$ cat src/source/simd_seq_pkg.sv
`default_nettype none

package simd_seq_pkg;

	localparam int NS_ID_BITS = 3;
	localparam int NS_INDEX_BITS = 5;
	localparam int OPCODE_BITS = 4;
	localparam int FN_BITS = 4;
	localparam int INST_WIDTH = OPCODE_BITS + FN_BITS + 3 * (NS_ID_BITS + NS_INDEX_BITS);

	// Field positions, opcode at the top
	localparam int OPCODE_LSB = INST_WIDTH - OPCODE_BITS;
	localparam int FN_LSB = OPCODE_LSB - FN_BITS;
	localparam int DEST_ID_LSB = FN_LSB - NS_ID_BITS;
	localparam int DEST_INDEX_LSB = DEST_ID_LSB - NS_INDEX_BITS;
	localparam int SRC1_ID_LSB = DEST_INDEX_LSB - NS_ID_BITS;
	localparam int SRC1_INDEX_LSB = SRC1_ID_LSB - NS_INDEX_BITS;
	localparam int SRC2_ID_LSB = SRC1_INDEX_LSB - NS_ID_BITS;
	localparam int SRC2_INDEX_LSB = SRC2_ID_LSB - NS_INDEX_BITS;

	typedef enum logic [OPCODE_BITS-1:0] {
		OP_LD_ST = 4'd5,
		OP_LOOP = 4'd7,
		OP_PERMUTE = 4'd8,
		OP_GROUP = 4'd10
	} opcode_t;

	localparam logic [FN_BITS-1:0] FN_LOOP_COUNT = 4'd1;
	localparam logic [FN_BITS-1:0] FN_LOOP_START = 4'd2;
	localparam logic [FN_BITS-1:0] FN_LD_START = 4'd5;
	localparam logic [FN_BITS-1:0] FN_ST_START = 4'd13;
	localparam logic [FN_BITS-1:0] FN_PERM_START = 4'd3;
	localparam logic [1:0] FN_GROUP_END_HI = 2'd3; // Top two fn bits

	typedef enum logic [2:0] {
		CMD_ISSUE,
		CMD_LD,
		CMD_ST,
		CMD_PERM,
		CMD_LOOP_COUNT,
		CMD_LOOP_START,
		CMD_GROUP_END
	} cmd_t;

	typedef enum logic [2:0] {
		S_IDLE,
		S_GROUP_ADDR,
		S_FETCH,
		S_WAIT_INST,
		S_LD,
		S_ST,
		S_PERM
	} state_t;

endpackage

`default_nettype wire

$ cat src/source/inst_decode.sv
`timescale 1ns/1ps
`default_nettype none

module inst_decode #(
	parameter int LOOP_COUNT_W = 12
) (
	input  logic clk,
	input  logic reset,
	input  logic [simd_seq_pkg::INST_WIDTH-1:0] instruction_in,
	input  logic instruction_in_v,
	output simd_seq_pkg::cmd_t cmd,
	output logic cmd_v,
	output logic [LOOP_COUNT_W-1:0] loop_operand,
	output logic inst_v,
	output simd_seq_pkg::opcode_t opcode,
	output logic [simd_seq_pkg::FN_BITS-1:0] fn,
	output logic [simd_seq_pkg::NS_ID_BITS-1:0] dest_ns_id,
	output logic [simd_seq_pkg::NS_INDEX_BITS-1:0] dest_ns_index,
	output logic [simd_seq_pkg::NS_ID_BITS-1:0] src1_ns_id,
	output logic [simd_seq_pkg::NS_INDEX_BITS-1:0] src1_ns_index,
	output logic [simd_seq_pkg::NS_ID_BITS-1:0] src2_ns_id,
	output logic [simd_seq_pkg::NS_INDEX_BITS-1:0] src2_ns_index
);
	import simd_seq_pkg::*;

	opcode_t op_w;
	logic [FN_BITS-1:0] fn_w;
	logic issue_w;

	assign op_w = opcode_t'(instruction_in[OPCODE_LSB +: OPCODE_BITS]);
	assign fn_w = instruction_in[FN_LSB +: FN_BITS];
	assign cmd_v = instruction_in_v;
	assign loop_operand = instruction_in[LOOP_COUNT_W-1:0]; // Count or body length

	always_comb begin
		cmd = CMD_ISSUE;
		case (op_w)
		OP_LOOP: begin
			if (fn_w == FN_LOOP_COUNT) begin
				cmd = CMD_LOOP_COUNT;
			end else if (fn_w == FN_LOOP_START) begin
				cmd = CMD_LOOP_START;
			end
		end
		OP_LD_ST: begin
			if (fn_w == FN_LD_START) begin
				cmd = CMD_LD;
			end else if (fn_w == FN_ST_START) begin
				cmd = CMD_ST;
			end
		end
		OP_PERMUTE: begin
			if (fn_w == FN_PERM_START) begin
				cmd = CMD_PERM;
			end
		end
		OP_GROUP: begin
			if (fn_w[FN_BITS-1 -: 2] == FN_GROUP_END_HI) begin
				cmd = CMD_GROUP_END;
			end
		end
		default: begin
			cmd = CMD_ISSUE;
		end
		endcase
	end

	// Loop control and group end never leave the sequencer
	assign issue_w = instruction_in_v && (cmd inside {CMD_ISSUE, CMD_LD, CMD_ST, CMD_PERM});

	always_ff @(posedge clk) begin
		if (reset) begin
			inst_v <= 1'b0;
		end else begin
			inst_v <= issue_w;
		end
	end

	always_ff @(posedge clk) begin
		if (issue_w) begin
			opcode <= op_w;
			fn <= fn_w;
			dest_ns_id <= instruction_in[DEST_ID_LSB +: NS_ID_BITS];
			dest_ns_index <= instruction_in[DEST_INDEX_LSB +: NS_INDEX_BITS];
			src1_ns_id <= instruction_in[SRC1_ID_LSB +: NS_ID_BITS];
			src1_ns_index <= instruction_in[SRC1_INDEX_LSB +: NS_INDEX_BITS];
			src2_ns_id <= instruction_in[SRC2_ID_LSB +: NS_ID_BITS];
			src2_ns_index <= instruction_in[SRC2_INDEX_LSB +: NS_INDEX_BITS];
		end
	end

endmodule

`default_nettype wire

$ cat src/source/seq_fsm.sv
`timescale 1ns/1ps
`default_nettype none

module seq_fsm #(
	parameter int GROUP_ID_W = 4
) (
	input  logic clk,
	input  logic reset,
	input  logic start,
	input  logic [GROUP_ID_W-1:0] group_id_s,
	input  logic group_buf_rd_v,
	input  simd_seq_pkg::cmd_t cmd,
	input  logic cmd_v,
	input  logic ld_done,
	input  logic st_done,
	input  logic perm_done,
	output logic ready,
	output logic done,
	output logic stall,
	output logic in_ld_st,
	output logic in_shuffle,
	output logic group_buf_rd_req,
	output logic [GROUP_ID_W-1:0] group_buf_rd_addr,
	output logic load_start_addr,
	output logic rd_go,
	output logic advance
);
	import simd_seq_pkg::*;

	state_t state_q;
	state_t state_d;
	logic start_ok;
	logic group_end;
	logic finish_inst; // Current instruction is complete

	assign start_ok = ready && start;
	assign group_end = (state_q == S_WAIT_INST) && cmd_v && (cmd == CMD_GROUP_END);

	always_comb begin
		state_d = state_q;
		finish_inst = 1'b0;
		case (state_q)
		S_IDLE: begin
			if (start) begin
				state_d = S_GROUP_ADDR;
			end
		end
		S_GROUP_ADDR: begin
			if (group_buf_rd_v) begin
				state_d = S_FETCH;
			end
		end
		S_FETCH: begin
			state_d = S_WAIT_INST;
		end
		S_WAIT_INST: begin
			if (cmd_v) begin
				case (cmd)
				CMD_GROUP_END: state_d = S_IDLE;
				CMD_LD: state_d = S_LD;
				CMD_ST: state_d = S_ST;
				CMD_PERM: state_d = S_PERM;
				default: begin // Issue and loop control
					state_d = S_FETCH;
					finish_inst = 1'b1;
				end
				endcase
			end
		end
		S_LD: begin
			if (ld_done) begin
				state_d = S_FETCH;
				finish_inst = 1'b1;
			end
		end
		S_ST: begin
			if (st_done) begin
				state_d = S_FETCH;
				finish_inst = 1'b1;
			end
		end
		S_PERM: begin
			if (perm_done) begin
				state_d = S_FETCH;
				finish_inst = 1'b1;
			end
		end
		default: begin
			state_d = S_IDLE;
		end
		endcase
	end

	always_ff @(posedge clk) begin
		if (reset) begin
			state_q <= S_IDLE;
			advance <= 1'b0;
			done <= 1'b0;
			group_buf_rd_req <= 1'b0;
		end else begin
			state_q <= state_d;
			advance <= finish_inst;
			done <= group_end;
			group_buf_rd_req <= start_ok;
		end
	end

	always_ff @(posedge clk) begin
		if (start_ok) begin
			group_buf_rd_addr <= group_id_s;
		end
	end

	assign ready = (state_q == S_IDLE);
	assign in_ld_st = (state_q == S_LD) || (state_q == S_ST);
	assign in_shuffle = (state_q == S_PERM);
	assign stall = in_ld_st || in_shuffle;

	// Start address is only valid alongside its valid strobe
	assign load_start_addr = (state_q == S_GROUP_ADDR) && group_buf_rd_v;
	assign rd_go = (state_q == S_FETCH);

endmodule

`default_nettype wire

$ cat src/source/loop_counter.sv
`timescale 1ns/1ps
`default_nettype none

module loop_counter #(
	parameter int IMEM_ADDR_WIDTH = 10,
	parameter int LOOP_COUNT_W = 12
) (
	input  logic clk,
	input  logic reset,
	input  simd_seq_pkg::cmd_t cmd,
	input  logic cmd_v,
	input  logic [LOOP_COUNT_W-1:0] loop_operand,
	input  logic advance,
	input  logic [IMEM_ADDR_WIDTH-1:0] cur_addr,
	output logic jump_back,
	output logic in_loop,
	output logic [IMEM_ADDR_WIDTH-1:0] loop_start_addr
);
	import simd_seq_pkg::*;

	logic [LOOP_COUNT_W-1:0] num_passes; // N
	logic [LOOP_COUNT_W-1:0] body_len;   // L
	logic [LOOP_COUNT_W-1:0] body_pos;
	logic [LOOP_COUNT_W-1:0] pass_cnt;
	logic armed;
	logic body_last;
	logic last_pass;

	assign body_last = (body_pos == body_len - LOOP_COUNT_W'(1));
	assign last_pass = (pass_cnt == num_passes - LOOP_COUNT_W'(1));
	assign jump_back = in_loop && body_last && !last_pass;

	always_ff @(posedge clk) begin
		if (cmd_v && (cmd == CMD_LOOP_COUNT)) begin
			num_passes <= loop_operand;
		end
		if (cmd_v && (cmd == CMD_LOOP_START)) begin
			body_len <= loop_operand;
			loop_start_addr <= cur_addr + IMEM_ADDR_WIDTH'(1); // Body follows the loop start
		end
	end

	// The loop-start instruction's own advance opens the loop
	always_ff @(posedge clk) begin
		if (reset) begin
			armed <= 1'b0;
			in_loop <= 1'b0;
			body_pos <= '0;
			pass_cnt <= '0;
		end else if (cmd_v && (cmd == CMD_LOOP_START)) begin
			armed <= 1'b1;
		end else if (advance && armed) begin
			armed <= 1'b0;
			in_loop <= 1'b1;
			body_pos <= '0;
			pass_cnt <= '0;
		end else if (advance && in_loop) begin
			if (body_last) begin
				body_pos <= '0;
				if (last_pass) begin
					in_loop <= 1'b0;
				end else begin
					pass_cnt <= pass_cnt + LOOP_COUNT_W'(1);
				end
			end else begin
				body_pos <= body_pos + LOOP_COUNT_W'(1);
			end
		end
	end

endmodule

`default_nettype wire

$ cat src/source/fetch_pointer.sv
`timescale 1ns/1ps
`default_nettype none

module fetch_pointer #(
	parameter int IMEM_ADDR_WIDTH = 10
) (
	input  logic clk,
	input  logic reset,
	input  logic load_start_addr,
	input  logic [IMEM_ADDR_WIDTH-1:0] start_addr,
	input  logic advance,
	input  logic jump_back,
	input  logic [IMEM_ADDR_WIDTH-1:0] loop_start_addr,
	input  logic rd_go,
	output logic [IMEM_ADDR_WIDTH-1:0] imem_rd_address,
	output logic imem_rd_req
);

	logic [IMEM_ADDR_WIDTH-1:0] next_addr;

	// Step to the next instruction or back to the top of the loop body
	assign next_addr = jump_back ? loop_start_addr : imem_rd_address + IMEM_ADDR_WIDTH'(1);

	always_ff @(posedge clk) begin
		if (reset) begin
			imem_rd_address <= '0;
		end else if (load_start_addr) begin
			imem_rd_address <= start_addr; // Group start from the group buffer
		end else if (advance) begin
			imem_rd_address <= next_addr;
		end
	end

	// One read per rd_go, issued at the updated address
	always_ff @(posedge clk) begin
		if (reset) begin
			imem_rd_req <= 1'b0;
		end else begin
			imem_rd_req <= rd_go;
		end
	end

endmodule

`default_nettype wire

$ cat src/source/simd_seq_top.sv
`timescale 1ns/1ps
`default_nettype none

module simd_seq_top #(
	parameter int IMEM_ADDR_WIDTH = 10,
	parameter int GROUP_ID_W = 4,
	parameter int LOOP_COUNT_W = 12
) (
	input  logic clk,
	input  logic reset,
	input  logic start,
	input  logic [GROUP_ID_W-1:0] group_id_s,
	input  logic [IMEM_ADDR_WIDTH-1:0] group_buf_rd_data,
	input  logic group_buf_rd_v,
	input  logic [simd_seq_pkg::INST_WIDTH-1:0] instruction_in,
	input  logic instruction_in_v,
	input  logic ld_done,
	input  logic st_done,
	input  logic perm_done,
	output logic ready,
	output logic done,
	output logic stall,
	output logic in_ld_st,
	output logic in_shuffle,
	output logic group_buf_rd_req,
	output logic [GROUP_ID_W-1:0] group_buf_rd_addr,
	output logic imem_rd_req,
	output logic [IMEM_ADDR_WIDTH-1:0] imem_rd_address,
	output logic inst_v,
	output simd_seq_pkg::opcode_t opcode,
	output logic [simd_seq_pkg::FN_BITS-1:0] fn,
	output logic [simd_seq_pkg::NS_ID_BITS-1:0] dest_ns_id,
	output logic [simd_seq_pkg::NS_INDEX_BITS-1:0] dest_ns_index,
	output logic [simd_seq_pkg::NS_ID_BITS-1:0] src1_ns_id,
	output logic [simd_seq_pkg::NS_INDEX_BITS-1:0] src1_ns_index,
	output logic [simd_seq_pkg::NS_ID_BITS-1:0] src2_ns_id,
	output logic [simd_seq_pkg::NS_INDEX_BITS-1:0] src2_ns_index
);
	import simd_seq_pkg::*;

	cmd_t cmd;
	logic cmd_v;
	logic [LOOP_COUNT_W-1:0] loop_operand;
	logic advance;
	logic load_start_addr;
	logic rd_go;
	logic jump_back;
	logic [IMEM_ADDR_WIDTH-1:0] loop_start_addr;

	inst_decode #(
		.LOOP_COUNT_W(LOOP_COUNT_W)
	) i_inst_decode (
		.clk(clk),
		.reset(reset),
		.instruction_in(instruction_in),
		.instruction_in_v(instruction_in_v),
		.cmd(cmd),
		.cmd_v(cmd_v),
		.loop_operand(loop_operand),
		.inst_v(inst_v),
		.opcode(opcode),
		.fn(fn),
		.dest_ns_id(dest_ns_id),
		.dest_ns_index(dest_ns_index),
		.src1_ns_id(src1_ns_id),
		.src1_ns_index(src1_ns_index),
		.src2_ns_id(src2_ns_id),
		.src2_ns_index(src2_ns_index)
	);

	seq_fsm #(
		.GROUP_ID_W(GROUP_ID_W)
	) i_seq_fsm (
		.clk(clk),
		.reset(reset),
		.start(start),
		.group_id_s(group_id_s),
		.group_buf_rd_v(group_buf_rd_v),
		.cmd(cmd),
		.cmd_v(cmd_v),
		.ld_done(ld_done),
		.st_done(st_done),
		.perm_done(perm_done),
		.ready(ready),
		.done(done),
		.stall(stall),
		.in_ld_st(in_ld_st),
		.in_shuffle(in_shuffle),
		.group_buf_rd_req(group_buf_rd_req),
		.group_buf_rd_addr(group_buf_rd_addr),
		.load_start_addr(load_start_addr),
		.rd_go(rd_go),
		.advance(advance)
	);

	loop_counter #(
		.IMEM_ADDR_WIDTH(IMEM_ADDR_WIDTH),
		.LOOP_COUNT_W(LOOP_COUNT_W)
	) i_loop_counter (
		.clk(clk),
		.reset(reset),
		.cmd(cmd),
		.cmd_v(cmd_v),
		.loop_operand(loop_operand),
		.advance(advance),
		.cur_addr(imem_rd_address),
		.jump_back(jump_back),
		.in_loop(), // Loop status stays internal
		.loop_start_addr(loop_start_addr)
	);

	fetch_pointer #(
		.IMEM_ADDR_WIDTH(IMEM_ADDR_WIDTH)
	) i_fetch_pointer (
		.clk(clk),
		.reset(reset),
		.load_start_addr(load_start_addr),
		.start_addr(group_buf_rd_data),
		.advance(advance),
		.jump_back(jump_back),
		.loop_start_addr(loop_start_addr),
		.rd_go(rd_go),
		.imem_rd_address(imem_rd_address),
		.imem_rd_req(imem_rd_req)
	);

endmodule

`default_nettype wire

$ cat config.mk
export PLATFORM = sky130hd
export DESIGN_NAME = simd_seq_top
export DESIGN_NICKNAME = d
export VERILOG_FILES = /design/src/source/simd_seq_pkg.sv /design/src/source/inst_decode.sv /design/src/source/seq_fsm.sv /design/src/source/loop_counter.sv /design/src/source/fetch_pointer.sv /design/src/source/simd_seq_top.sv
export SDC_FILE = /design/constraint.sdc
export NUM_CORES = 1
export LEC_CHECK = 0
export ABC_AREA = 1
export BUFFER_PORTS_ARGS = -buffer_cell sky130_fd_sc_hd__buf_4
export CAP_MARGIN = 20
export CORE_MARGIN = 8
export CORE_UTILIZATION = 55
export DETAILED_ROUTE_END_ITERATION = 8
export PLACE_DENSITY_LB_ADDON = 0.2
export SLEW_MARGIN = 20
export SYNTH_ARGS = -nofsm -noshare
export SYNTH_HDL_FRONTEND = slang
export SYNTH_HIERARCHICAL = 1
export SYNTH_SLANG_ARGS = --single-unit
$ cat constraint.sdc
create_clock -name clk -period 2.5 [get_ports clk]
set_input_delay 0.75 -clock clk [delete_from_list [all_inputs] [get_ports clk]]
set_output_delay 0.75 -clock clk [all_outputs]
set_load 0.05 [all_outputs]
==> summary.md <==
| Metric | Value |
|---|---|
| Status | finished, final reports clean |
| CP Max Fanout | 15 |
| Share of cells above drive strength 1 | 0.257 |
| Initial Util | 0.566 |
| Async SR Flop Fraction | 0 |
| TritonCTS Buffers | 17 |
| Final Slew Violations | 0 |
| Sw Ratio | 0.273 |
| Clock root buffer | clkbuf_8 |
| Port Buffers | 107 |
| Max_cap viols | 0 |
| Vias in the first global route | ~5,400 |
| Clk network pwr share | 0.451 |
| Worst-margin pin slew | roughly 0.5 ns |
| CP Data Arrival Time | roughly 2.8 ns |
| Worst Path Required | approximately 2.9 ns |
| Syn_nets | 801 |
| Post-route DRC violation count | 0 |
| Die H | around 120 µm |
| Total Power | ~5.3 mW |
| Most frequent cells in the layout | 169 x nand2_1, 126 x buf_4, 88 x nor2_1 |
| H-tree depth | 4 |
| DPL Wire Length | between 10 and 15 mm |
| Setup TNS | 0 ns |
| Post-CTS Setup Bufs | 0 |
| P_sw | between 1 and 1.5 mW |
| Clock slew at reported path FFs | about 0.06 ns |
| Drt total wl | between 15 and 20 mm |
| CP Launch Type | flip-flop |
| IO Pins | roughly 110 |
| 1st-iter DRT viols | around 530 |
| Total global routing track utilization | 0.219 |
| Dominant synthesized flop cell | edfxtp_1 |
| Syn Area/Cell | 8.31 µm² |
| Reg2Reg Setup Slack | between 0.15 and 0.2 ns |
| Rows | 38 |
| CTS Hold Bufs | 0 |
| Tmin final | around 2.3 ns |
| Most common cell after layout, fill and taps aside | nand2_1 |
| Clock sink count | between 100 and 150 |
| PwrDens | 681 nW/µm² |
| Hold WS | ~0.4 ns |
| Largest net degree at the start of global routing | 33 |
| Mapped Cells | about 740 |
| Crit Path Class | flip-flop to flip-flop |
| Synth Warn # | 6 |
| Seq pwr share | 0.411 |
| Cell internal pwr | around 3.8 mW |
| Crit path capture type | flip-flop |
| Width of the die | ~120 µm |
| Lkg Pwr | ~3.3 nW |
| Max Freq | 0.428 GHz |
| Post-layout util | 0.709 |
| RD Place Congestion | slightly below 0.9 |
| Finished Layout Cells | between 1,000 and 1,500 |
| Antenna diode instance count | 0 |
| Final setup viols | 0 |
| Slew headroom | 0.658 |
| CTS tree | done |
| Post-DRT Antenna Nets | 0 |
| Vias per cell | around 5.4 |
| Clock Path Buffers | 2 |
| RSZ-0062 raised after global routing | yes |
| GRT overflow | 0 |
| Sequential fraction of the synthesis area | 0.484 |
| EDFF count, synth | 70 |
| Full die area | 14,800 µm² |
| DR pass1 iterations | 7 |
| WL per Instance | around 15 µm |
| Period utilisation layout | 0.935 |
| Clock Latency Late Sink | between 0.5 and 0.6 ns |
| Max rail drop VDD | roughly 0.00056 V |
| Vias | around 5,500 |
| First-pass GRT wire length | around 26 mm |
| Number of hold violations in the final report | 0 |
| Logic pwr share | 0.138 |
| Hold Path Class | input pin to flip-flop |
| Nets | ~920 |
| Placed insts | 984 |
| Area grow syn2layout | 25.4% |
| Clk_skew | approximately 0.0050 ns |
| Core Box Area | ~11,000 µm² |
| Synth unique cells | 42 |
| Synth Register Bits | roughly 110 |
| Mapped cell area | about 6000 µm² |
| Initial antenna violation count | 0 |
-- cell usage after synthesis (all sizes together) (13+ instances only) --
library cell,count,share of area
nand2,183,0.12
nor2,112,0.083
inv,95,0.058
edfxtp,70,0.34
nand3,69,0.062
dfxtp,44,0.14
a21oi,27,0.024
nand4,23,0.024
buf,21,0.027
xor2,18,0.026
nor3,15,0.013
xnor2,14,0.020
o21ai,13,0.011
-- final cells by class --
| type | instances | area, µm² |
|---|---|---|
| clock inverter | 15 | 166 |
| timing repair buffer | 127 | 966 |
| multi-input combinational | 507 | 2650 |
| inverter | 96 | 365 |
| fill | 797 | 3170 |
| sequential | 114 | 2990 |
| tap | 140 | 175 |
| clock buffer | 17 | 414 |
-- what timing repair did --
item / CTS / global route
endpoints found under the hold margin: 0 / 0
resized for setup: 0 / 10
setup endpoints to repair: 0 / 28
-- worst max-delay path, stage by stage (launching register included) --
cell	delay [ns]
edfxtp_1	0.40
inv_1	0.13
ha_1	0.22
nand3_1	0.14
inv_1	0.11
nand3_1	0.12
nand3_1	0.11
nand2_1	0.05
nor2_1	0.14
nand3_2	0.12
buf_4	0.17
nand2_4	0.15
nand3_4	0.18
nand2_1	0.12
a21oi_1	0.06
-- cell families after synthesis --
group / after synthesis / share of synthesized area
XOR/XNOR: 32 / 0.0455
AO/OA/AOI/OAI: 56 / 0.0530
adder cells (fa/ha/maj): 6 / 0.0122
flip-flops: 114 / 0.484
buffers and inverters: 120 / 0.0890
AND/OR/NAND/NOR: 413 / 0.316
-- worst paths after layout --
kind,end,start,cells after the start
min reg2reg,i_loop_counter/armed$_SDFFE_PP0P_,i_loop_counter/armed$_SDFFE_PP0P_,2
min,i_inst_decode/dest_ns_index[4]$_DFFE_PP_,instruction_in[20],1
max,i_loop_counter/pass_cnt[6]$_SDFFE_PP0P_,i_loop_counter/body_len[0]$_DFFE_PP_,14
max reg2reg,i_loop_counter/pass_cnt[6]$_SDFFE_PP0P_,i_loop_counter/body_len[0]$_DFFE_PP_,14
-- routing by layer --
metal  up-vias  global-route usage  part of all wire
met5         -                   0                 0
li1       2671                   -                 -
met4         0              0.0879             0.020
met1      2584               0.259              0.42
met3        31              0.0810             0.076
met2       189               0.355              0.49
-- state kept, by name, summed over array words and instances (netlist names), 3 cells and up --
name and flops:
i_inst_decode/dest_ns_id 3, i_seq_fsm/state_q 3, i_loop_counter/pass_cnt 12, i_inst_decode/dest_ns_index 5
i_inst_decode/src2_ns_id 3, i_fetch_pointer/imem_rd_address 10, i_seq_fsm/group_buf_rd_addr 4, i_inst_decode/src1_ns_index 5
i_loop_counter/body_pos 12, i_inst_decode/opcode 4, i_inst_decode/fn 4, i_loop_counter/num_passes 12
i_inst_decode/src2_ns_index 5, i_loop_counter/loop_start_addr 10, i_loop_counter/body_len 12, i_inst_decode/src1_ns_id 3
-- per-stage QoR --
stage / area (µm²) / setup WS, ns
finish: 7720 / 0.161
global route: 7720 / -0.00429
global placement: 7110 / 0.0174
floorplan: 6160 / 0.157
CTS: 7690 / 0.0678
detailed placement: 7110 / -0.0940
-- power by group through the flow --
stage          combinational [mW]  sequential [mW]  clock, mW
2_1_floorplan               0.227             2.44          0
3_3_place_gp                0.709             2.19          0
3_5_place_dp                0.724             2.20          0
4_1_cts                     0.729             2.16       2.40
5_1_grt                     0.770             2.17       2.48
6_report                    0.727             2.16       2.37
Power figures use the tool's default switching activity.
